--- src/logic/spiPkg.sv ---
// SPI master block shared definitions
// Bus widths, block map, register offsets and reset values

package spiPkg;

	//----------------------------------------------------------
	// System bus
	//----------------------------------------------------------
	localparam int busAdrsBits = 32;
	localparam int busDataBits = 32;

	// Block select field, address bits 15..8
	localparam int blockMapBits = 8;
	localparam logic [blockMapBits-1:0] blockId = 8'h03;

	//----------------------------------------------------------
	// Engine sizing
	//----------------------------------------------------------
	// Half period counter width
	localparam int divBits = 16;

	//----------------------------------------------------------
	// Register offsets, address bits 7..0
	//----------------------------------------------------------
	// Read/write control
	localparam logic [7:0] regEnOfs   = 8'h00;
	localparam logic [7:0] regDivOfs  = 8'h04;
	localparam logic [7:0] regTxOfs   = 8'h08;
	localparam logic [7:0] regCsOfs   = 8'h0c;
	// Read only status
	localparam logic [7:0] regRxOfs   = 8'h80;
	localparam logic [7:0] regBusyOfs = 8'h84;

	//----------------------------------------------------------
	// Reset values
	//----------------------------------------------------------
	// Slowest SCK out of reset
	localparam logic [divBits-1:0] divResetVal = '1;
	// Both chip selects deasserted
	localparam logic [1:0] csResetVal = 2'b11;

endpackage
--- src/logic/spiSubsys.sv ---
// SPI master block top level
// Joins the register file and the transfer engine to bus and SPI pins
`timescale 1ns/10ps

module spiSubsys
	import spiPkg::*;
(
	// Clock and reset
	input  logic                   iSysClk,
	input  logic                   reset,
	// System bus
	input  logic [busDataBits-1:0] wd,
	input  logic [busAdrsBits-1:0] adrs,
	input  logic                   wCke,
	output logic [busDataBits-1:0] rd,
	output logic                   rdEn,
	// SPI pins
	output logic                   sck,
	output logic                   mosi,
	input  logic                   miso,
	output logic                   cs1,
	output logic                   cs2
);

	// Register file to engine
	logic               spiEn;
	logic [divBits-1:0] spiDiv;
	logic [7:0]         txByte;
	// Engine back to register file
	logic               busy;
	logic [7:0]         rxByte;

	//----------------------------------------------------------
	// Register file, chip selects go straight to the pins
	//----------------------------------------------------------
	spiCsr csr (
		.iSysClk (iSysClk),
		.reset   (reset),
		.wd      (wd),
		.adrs    (adrs),
		.wCke    (wCke),
		.rd      (rd),
		.rdEn    (rdEn),
		.rxByte  (rxByte),
		.busy    (busy),
		.spiEn   (spiEn),
		.spiDiv  (spiDiv),
		.txByte  (txByte),
		.cs1     (cs1),
		.cs2     (cs2)
	);

	//----------------------------------------------------------
	// Transfer engine
	//----------------------------------------------------------
	spiMaster master (
		.iSysClk (iSysClk),
		.reset   (reset),
		.spiEn   (spiEn),
		.spiDiv  (spiDiv),
		.txByte  (txByte),
		.busy    (busy),
		.rxByte  (rxByte),
		.sck     (sck),
		.mosi    (mosi),
		.miso    (miso)
	);

endmodule

--- src/logic/spiMaster.sv ---
// SPI mode-0 transfer engine
// One 8-bit MSB-first transfer per rising edge of the enable bit
// SCK half period is spiDiv+1 system clocks
`timescale 1ns/10ps

module spiMaster
	import spiPkg::*;
(
	// Clock and reset
	input  logic               iSysClk,
	input  logic               reset,
	// Control from the register file
	input  logic               spiEn,
	input  logic [divBits-1:0] spiDiv,
	input  logic [7:0]         txByte,
	// Status to the register file
	output logic               busy,
	output logic [7:0]         rxByte,
	// SPI pins
	output logic               sck,
	output logic               mosi,
	input  logic               miso
);

	logic               enPrev;
	logic               enRise;
	logic               start;
	logic [divBits-1:0] divLatch;
	logic [divBits-1:0] divCnt;
	logic               halfEnd;
	logic [3:0]         halfCnt;
	logic               lastHalf;
	logic               riseTick;
	logic               fallTick;
	logic [7:0]         txShift;
	logic [7:0]         rxShift;

	//----------------------------------------------------------
	// Start detect
	//----------------------------------------------------------
	always_ff @(posedge iSysClk)
	begin
		if (reset)
			enPrev <= 1'b0;
		else
			enPrev <= spiEn;
	end

	assign enRise = spiEn & ~enPrev;
	// Edges during a transfer are lost, software re-arms by clearing
	assign start  = enRise & ~busy;

	//----------------------------------------------------------
	// Half period timing
	//----------------------------------------------------------
	// Last clock of the current half period
	assign halfEnd  = busy & (divCnt == divLatch);
	// Sixteenth half, SCK high
	assign lastHalf = (halfCnt == 4'd15);
	// SCK about to rise or fall
	assign riseTick = halfEnd & ~sck;
	assign fallTick = halfEnd & sck;

	// Divider captured once per transfer
	always_ff @(posedge iSysClk)
	begin
		if (start)
			divLatch <= spiDiv;
	end

	always_ff @(posedge iSysClk)
	begin
		if (reset)
		begin
			divCnt  <= '0;
			halfCnt <= 4'd0;
		end
		else if (start)
		begin
			divCnt  <= '0;
			halfCnt <= 4'd0;
		end
		else if (halfEnd)
		begin
			divCnt  <= '0;
			halfCnt <= halfCnt + 4'd1;
		end
		else if (busy)
			divCnt <= divCnt + 1'b1;
	end

	// Busy and SCK, idle low
	always_ff @(posedge iSysClk)
	begin
		if (reset)
		begin
			busy <= 1'b0;
			sck  <= 1'b0;
		end
		else if (start)
		begin
			busy <= 1'b1;
			sck  <= 1'b0;
		end
		else if (halfEnd)
		begin
			// Final toggle brings SCK back low
			sck <= ~sck;
			if (lastHalf)
				busy <= 1'b0;
		end
	end

	//----------------------------------------------------------
	// Data path
	//----------------------------------------------------------
	// Transmit shifts on falls, receive samples on rises
	always_ff @(posedge iSysClk)
	begin
		if (start)
			txShift <= txByte;
		else if (fallTick)
			txShift <= {txShift[6:0], 1'b0};
		if (riseTick)
			rxShift <= {rxShift[6:0], miso};
	end

	// First bit valid before the first rise
	always_ff @(posedge iSysClk)
	begin
		if (reset)
			mosi <= 1'b0;
		else if (start)
			mosi <= txByte[7];
		else if (fallTick)
			mosi <= lastHalf ? 1'b0 : txShift[6];
	end

	// Received byte lands with the fall of busy
	always_ff @(posedge iSysClk)
	begin
		if (reset)
			rxByte <= 8'h00;
		else if (fallTick && lastHalf)
			rxByte <= rxShift;
	end

endmodule

--- src/logic/spiCsr.sv ---
// SPI master register file
// Decodes bus writes into enable, divider, transmit byte and chip selects
// Answers reads through a registered mux with a one-cycle read strobe
`timescale 1ns/10ps

module spiCsr
	import spiPkg::*;
(
	// Clock and reset
	input  logic                   iSysClk,
	input  logic                   reset,
	// Bus write side
	input  logic [busDataBits-1:0] wd,
	input  logic [busAdrsBits-1:0] adrs,
	input  logic                   wCke,
	// Bus read side
	output logic [busDataBits-1:0] rd,
	output logic                   rdEn,
	// Status from the engine
	input  logic [7:0]             rxByte,
	input  logic                   busy,
	// Control to the engine
	output logic                   spiEn,
	output logic [divBits-1:0]     spiDiv,
	output logic [7:0]             txByte,
	// Chip select pins
	output logic                   cs1,
	output logic                   cs2
);

	logic                   blockHit;
	logic                   wrHit;
	logic [7:0]             ofs;
	logic [7:0]             rxByteQ;
	logic                   busyQ;
	logic [busDataBits-1:0] rdNext;

	//----------------------------------------------------------
	// Address decode
	//----------------------------------------------------------
	// Block select sits right above the offset byte
	assign blockHit = (adrs[8 +: blockMapBits] == blockId);
	// Write needs both strobe and select
	assign wrHit    = wCke & blockHit;
	assign ofs      = adrs[7:0];

	//----------------------------------------------------------
	// Control registers
	//----------------------------------------------------------
	always_ff @(posedge iSysClk)
	begin
		if (reset)
		begin
			spiEn  <= 1'b0;
			spiDiv <= divResetVal;
			txByte <= 8'h00;
			cs1    <= csResetVal[0];
			cs2    <= csResetVal[1];
		end
		else if (wrHit)
		begin
			case (ofs)
				// Engine starts on a 0 to 1 change of this bit
				regEnOfs:  spiEn  <= wd[0];
				regDivOfs: spiDiv <= wd[divBits-1:0];
				regTxOfs:  txByte <= wd[7:0];
				// Bit 0 drives cs1, bit 1 drives cs2
				regCsOfs:
				begin
					cs1 <= wd[0];
					cs2 <= wd[1];
				end
				// Status and unmapped offsets drop the write
				default: ;
			endcase
		end
	end

	// Status copies from the engine
	always_ff @(posedge iSysClk)
	begin
		if (reset)
		begin
			rxByteQ <= 8'h00;
			busyQ   <= 1'b0;
		end
		else
		begin
			rxByteQ <= rxByte;
			busyQ   <= busy;
		end
	end

	//----------------------------------------------------------
	// Read mux
	//----------------------------------------------------------
	// Every register zero-extended to the bus word
	always_comb
	begin
		case (ofs)
			regEnOfs:   rdNext = busDataBits'(spiEn);
			regDivOfs:  rdNext = busDataBits'(spiDiv);
			regTxOfs:   rdNext = busDataBits'(txByte);
			regCsOfs:   rdNext = busDataBits'({cs2, cs1});
			regRxOfs:   rdNext = busDataBits'(rxByteQ);
			regBusyOfs: rdNext = busDataBits'(busyQ);
			// Holes in the map read as zero
			default:    rdNext = '0;
		endcase
	end

	// Strobe follows every selected cycle
	always_ff @(posedge iSysClk)
	begin
		if (reset)
			rdEn <= 1'b0;
		else
			rdEn <= blockHit;
	end

	// Data word only moves for this block
	always_ff @(posedge iSysClk)
	begin
		if (blockHit)
			rd <= rdNext;
	end

endmodule

--- config.mk ---
export PLATFORM = sky130hd
export DESIGN_NAME = spiSubsys
export DESIGN_NICKNAME = d
export VERILOG_FILES = /design/src/logic/spiPkg.sv /design/src/logic/spiSubsys.sv /design/src/logic/spiMaster.sv /design/src/logic/spiCsr.sv
export SDC_FILE = /design/constraint.sdc
export NUM_CORES = 1
export LEC_CHECK = 0
export ABC_CLOCK_PERIOD_IN_PS = 3400
export BUFFER_PORTS_ARGS = -buffer_cell sky130_fd_sc_hd__buf_2
export CAP_MARGIN = 25
export CORE_ASPECT_RATIO = 1.75
export CORE_MARGIN = 2
export CORE_UTILIZATION = 54
export DETAILED_ROUTE_END_ITERATION = 7
export MAX_ROUTING_LAYER = met4
export PLACE_DENSITY = 0.78
export SYNTH_ARGS = -nofsm -noshare
export SYNTH_HDL_FRONTEND = slang
export SYNTH_SLANG_ARGS = --single-unit
--- constraint.sdc ---
create_clock -name iSysClk -period 3.4 [get_ports iSysClk]
set_clock_uncertainty 0.15 [all_clocks]
set_input_delay 0.85 -clock iSysClk [delete_from_list [all_inputs] [get_ports iSysClk]]
set_output_delay 0.85 -clock iSysClk [all_outputs]
set_load 0.02 [all_outputs]
==> results of run 1 <==
[synthesized netlist by cell type, types with 4 or more instances]
cell type,n,share of area (%)
a211o_1,18,3.3
a21oi_1,8,0.85
a222oi_1,7,1.5
and2_1,10,1.3
and3_1,7,0.93
buf_2,6,0.63
buf_4,16,2.5
clkbuf_1,11,0.87
dfxtp_1,69,29
edfxtp_1,47,30
inv_1,11,0.87
mux2_2,14,3.3
mux2i_1,12,2.5
nand2_1,7,0.56
nand3_1,10,1.1
nand4_1,4,0.53
nor2_1,35,2.8
nor2b_1,38,5.0
nor3_1,8,0.85
xnor2_1,15,2.8
xor2_1,13,2.4
[metrics by stage]
step | utilization [%] | cell area, µm²
4_1_cts | 66.39 | 5719
6_report | 66.39 | 5719
2_1_floorplan | - | 4787
5_1_grt | 66.39 | 5719
3_5_place_dp | 59.24 | 5104
3_3_place_gp | 59.24 | 5104
[kinds of logic after synthesis]
group                      Yosys count  synth area share [%]
buffers and inverters               45                 4.999
DFF                                116                 59.03
other                                1               0.07927
AOI/OAI and AO/OA                   47                 7.855
xor gates and xnor gates            28                 5.184
muxes                               26                 5.872
adders and majority gates            2                0.5289
and+or+nand+nor                    138                 16.45
[worst max-delay path, stage by stage (launching register included)]
cell	delay [ps]
dfxtp_1	530
o21ai_0	230
nor4_2	610
nand4_2	430
mux2_2	390
[final timing paths]
kind	from	end	slack (ps)	cells past startpoint
max	master.busy	master.rxByte[4]	950	4
min	master.rxShift[6]	master.rxShift[7]	300	0
max reg2reg	master.busy	master.rxByte[4]	950	4
min reg2reg	master.rxShift[6]	master.rxShift[7]	300	0
[routing by layer]
metal	vias up	global-route usage [%]	routed length (µm)
met5	-	-	0
met4	0	11.55	249
met3	24	7.311	491
met2	141	37.43	5349
met1	1555	24.75	3585
li1	1536	-	-
[report_power, final]
group	switching, µW	internal (µW)	total [µW]
Combinational	46.8	21.8	68.6
Clock	601	1180	1780
Sequential	0.0902	1440	1440
[flip-flops by register name (all words and copies together), names as in the netlist, 4 cells and up]
signal and count:
master.divCnt 16, master.rxByte 8, csr.txByte 8, master.halfCnt 4, csr.rd 16, csr.spiDiv 16
csr.rxByteQ 8, master.txShift 7, master.divLatch 16, master.rxShift 8
[cell type report]
class | count | area, µm²
inverters | 11 | 41.29
clock inverters | 6 | 30.03
clock buffers | 26 | 585.6
well taps | 117 | 146.4
repair buffers | 66 | 355.3
multi-input cells | 257 | 1768
flip-flops and latches | 116 | 2793
fillers | 642 | 2895
==> run summary, run 1 <==
Overflow after GRT = 0
Die Wd = 74.76 µm
run status = finished, final reports clean
Placer Congestion = 0.8118
hold buffers post-CTS = 0
Max FO, Critical Path = 9
worst skew pair latency = 410 ps
H-tree depth = 4
WHS = 304.9 ps
fmax = 408.2 MHz
Routed Antenna Nets = 0
Root Buffer = clkbuf_16
worst setup path class = register to register
CORE AREA = 8615 µm²
starting density of the core = 54.92%
most common cell after layout, fill and taps aside = dfxtp_1
hold crit path type = register to register
ANT cells = 0
final setup fails = 0
fin crit period = 2450 ps
DR DRC count = 0
yosys warns = 0
leakage = 0.002157 µW
Primary FF master, synth = dfxtp_1
Synth Instances = 403
CTS tree = done
via count = 3256
Mapped Area = 4731 µm²
Post-synth ARST share = 0%
pre-CTS setup slack = 662.6 ps
RSZ-0062 raised after global routing = false
final setup margin = 950.3 ps
die area = 9555 µm²
Cell Count, Final, Fillers Out = 599
register area share after synthesis = 59.03%
largest net degree at the start of global routing = 37
VDD IR max = 538.1 µV
Final Hold Vio Count = 0
DR vias/cell = 5.436
worst path arrival time = 2600 ps
total power = 3289 µW
first-pass GRT wire length = 15510 µm
Pwr Density = 575.1 nW/µm²
Global Route Usage Sum = 23.04%
Fin Setup TNS = 0 ps
vias in the first global route = 3186
post-CTS sizing = 0
syn_area_per_cell = 11.74 µm²
dpl hpwl = 6548 µm
drt total wl = 9676 µm
Post-CTS Setup Repair Bufs = 0
Port Buffer Count = 56
EDFF count, synth = 47
routed wire length per instance = 16.15 µm
commonest non-fill, non-tap cells in the layout = 69 x dfxtp_1, 56 x buf_2, 47 x edfxtp_1, 38 x nor2b_1, 35 x nor2_1
Pins Over Slew Limit = 0
Post-Place Cells = 567
clk buf depth = 2
worst-margin pin slew = 586.3 ps
initial antenna violation count = 0
CTS Sinks = 116
Netlist cell types = 45
I/O Pins = 105
clk slew on worst S/H paths = 50 ps
Critical Path Start Type = register
Tcrit/Tclk final = 72.05%
Die H = 127.8 µm
nets = 539
row cnt = 45
Detailed Route Iter0 Violations = 270
Worst EP required = 3550 ps
Crit. End Element = register
CTS buffer count = 17
Yosys reg bits = 116
Pre-antenna DRT Iters = 5
relative slew slack = 60.59%
layout cells sized above 1 = 24.27%
Max Cap Violations = 0
Synth-to-Final Area Change = 20.89%
(Power assumes the default switching activity.)
==> run 2: changes to the inputs <==
--- a/config.mk
+++ b/config.mk
@@ -5,15 +5,15 @@
 export SDC_FILE = /design/constraint.sdc
 export NUM_CORES = 1
 export LEC_CHECK = 0
-export ABC_CLOCK_PERIOD_IN_PS = 3400
+export ABC_CLOCK_PERIOD_IN_PS = 2000
 export BUFFER_PORTS_ARGS = -buffer_cell sky130_fd_sc_hd__buf_2
 export CAP_MARGIN = 25
 export CORE_ASPECT_RATIO = 1.75
 export CORE_MARGIN = 2
-export CORE_UTILIZATION = 54
+export CORE_UTILIZATION = 49
 export DETAILED_ROUTE_END_ITERATION = 7
 export MAX_ROUTING_LAYER = met4
-export PLACE_DENSITY = 0.78
+export PLACE_DENSITY = 0.74
 export SYNTH_ARGS = -nofsm -noshare
 export SYNTH_HDL_FRONTEND = slang
 export SYNTH_SLANG_ARGS = --single-unit
==> constraint.sdc (replaced) <==
create_clock -name iSysClk -period 2 [get_ports iSysClk]
set_clock_uncertainty 0.15 [all_clocks]
set_input_delay 0.5 -clock iSysClk [delete_from_list [all_inputs] [get_ports iSysClk]]
set_output_delay 0.5 -clock iSysClk [all_outputs]
set_load 0.02 [all_outputs]
==> run 2 against run 1 <==
Effect of this change: the flow now finishes with violations (negative setup slack); clock power up 63%; utilization up 0.55 points; combinational power up 110%; fmax up 14%; global-route usage down 1.0 points; sequential share of layout area down 4.5 points; non-clock buffer count up 46; total power up 67%; cell count up 8.5%; worst hold slack worse by 190 ps; die area up 9.8%; largest power group unchanged.
==> run summary, run 2 (synthesized netlist as in run 1, its figures left out) <==
Top Metal Used = met4
routed wire length per instance = 15.90 µm
worst setup path class = register to register
CTS tree = done
Pins Over Slew Limit = 0
row cnt = 47
first-pass GRT wire length = 17060 µm
Placer Congestion = 0.8474
Die H = 134.0 µm
worst skew pair latency = 410 ps
fmax = 466.2 MHz
largest net degree at the start of global routing = 43
leakage = 0.002459 µW
VDD IR max = 872.6 µV
Synth-to-Final Area Change = 33.14%
ANT cells = 0
clk buf depth = 2
clk slew on worst S/H paths = 60 ps
RSZ-0062 raised after global routing = true
Pre-antenna DRT Iters = 5
layout cells sized above 1 = 34.66%
fillers = 703
met3 WL = 418 µm
Global Route Usage Sum = 22.00%
Overflow after GRT = 0
final setup margin = -145.1 ps
CORE AREA = 9409 µm²
run status = finished, violations left
final setup fails = 42
kind of cell adding the most delay to the critical path = simple AND/OR/NAND/NOR gates
final core utilization = 66.94%
I/O Pins = 105
Detailed Route Iter0 Violations = 124
Critical Path Start Type = register
pre-CTS setup slack = -220.3 ps
Worst EP required = 2200 ps
Tcrit/Tclk final = 107.3%
DR vias/cell = 5.209
slowest cell delay on critical path = 570 ps
H-tree depth = 4
vias in the first global route = 3600
area post-placement = 5567 µm²
Root Buffer = clkbuf_16
WL met1 = 3812 µm
Final Hold Vio Count = 0
dpl hpwl = 7069 µm
Max Cap Violations = 0
Design Area, Final = 6299 µm²
routed wl met2 = 5903 µm
Critical Path Slowest Stage Cell = or4_4
commonest non-fill, non-tap cells in the layout = 68 x dfxtp_1, 56 x buf_2, 47 x edfxtp_1, 45 x buf_4, 38 x nor2b_1
CTS Sinks = 116
die area = 10490 µm²
Crit. End Element = register
most common cell after layout, fill and taps aside = dfxtp_1
Buf/Inv on CP = 0
Pwr Density = 871.2 nW/µm²
Die Wd = 78.28 µm
hold crit path type = input port to register
drt total wl = 10340 µm
failing checks = negative setup slack
critical-path cell list = xnor2_2 > nand2_2 > or4_4 > or4_4 > a21oi_2
Max FO, Critical Path = 5
DR DRC count = 0
starting density of the core = 50.28%
fin crit period = 2145 ps
Port Buffer Count = 56
Routed Antenna Nets = 0
via count = 3386
worst path arrival time = 2340 ps
nets = 585
hold buffers post-CTS = 0
initial antenna violation count = 0
critical path's most frequent cell = or4_4
worst reg2reg setup slack = -150 ps
CTS buffer count = 17
run 2: cell type report:
cell class | count | area [µm²] | share of cell area (%)
clock buffer | 21 | 481.7 | 7.648
clock inverter | 11 | 100.1 | 1.589
inverter | 11 | 41.29 | 0.6555
multi-input combinational | 257 | 1934 | 30.71
sequential | 116 | 2794 | 44.36
tap | 122 | 152.6 | 2.424
timing repair buffer | 112 | 794.5 | 12.61
run 2: layer usage:
layer | GRT usage, % | up-vias
li1 | - | 1629
met1 | 22.31 | 1656
met2 | 38.70 | 87
met3 | 6.931 | 14
met4 | 9.162 | 0
met5 | - | -
run 2: report_power, final:
group	internal, µW	switching (µW)
combinational	52.5	88.8
sequential	2450	0.169
clock	1840	1060
run 2: what timing repair did:
| action | CTS | global route |
|---|---|---|
| endpoints found under the hold margin | 0 | 0 |
| gates resized for setup | 13 | 14 |
| setup buffers | 4 | 3 |
| pin swaps | 5 | 4 |
| endpoints found under the setup margin | 44 | 45 |
run 2: per-stage QoR:
stage,total power [µW],instances,hold slack [ps],TNS [ps]
final,5487,650,115.1,-2990
after CTS,5525,650,96.95,-6246
after detailed placement,2632,614,272.9,-8751
after global placement,2630,614,280.8,-6058
after global routing,5658,650,92.03,-6444
after floorplan,2587,418,264.2,-1286
run 2: path summary, 6_finish.rpt:
| check | startpoint | end | depth (start not counted) |
|---|---|---|---|
| setup reg to reg | master.divLatch[4] | master.halfCnt[3] | 5 |
| hold reg to reg | csr.spiDiv[9] | master.divLatch[9] | 0 |
| setup / recovery | master.divLatch[4] | master.halfCnt[3] | 5 |
| hold / removal | miso | master.rxShift[0] | 1 |
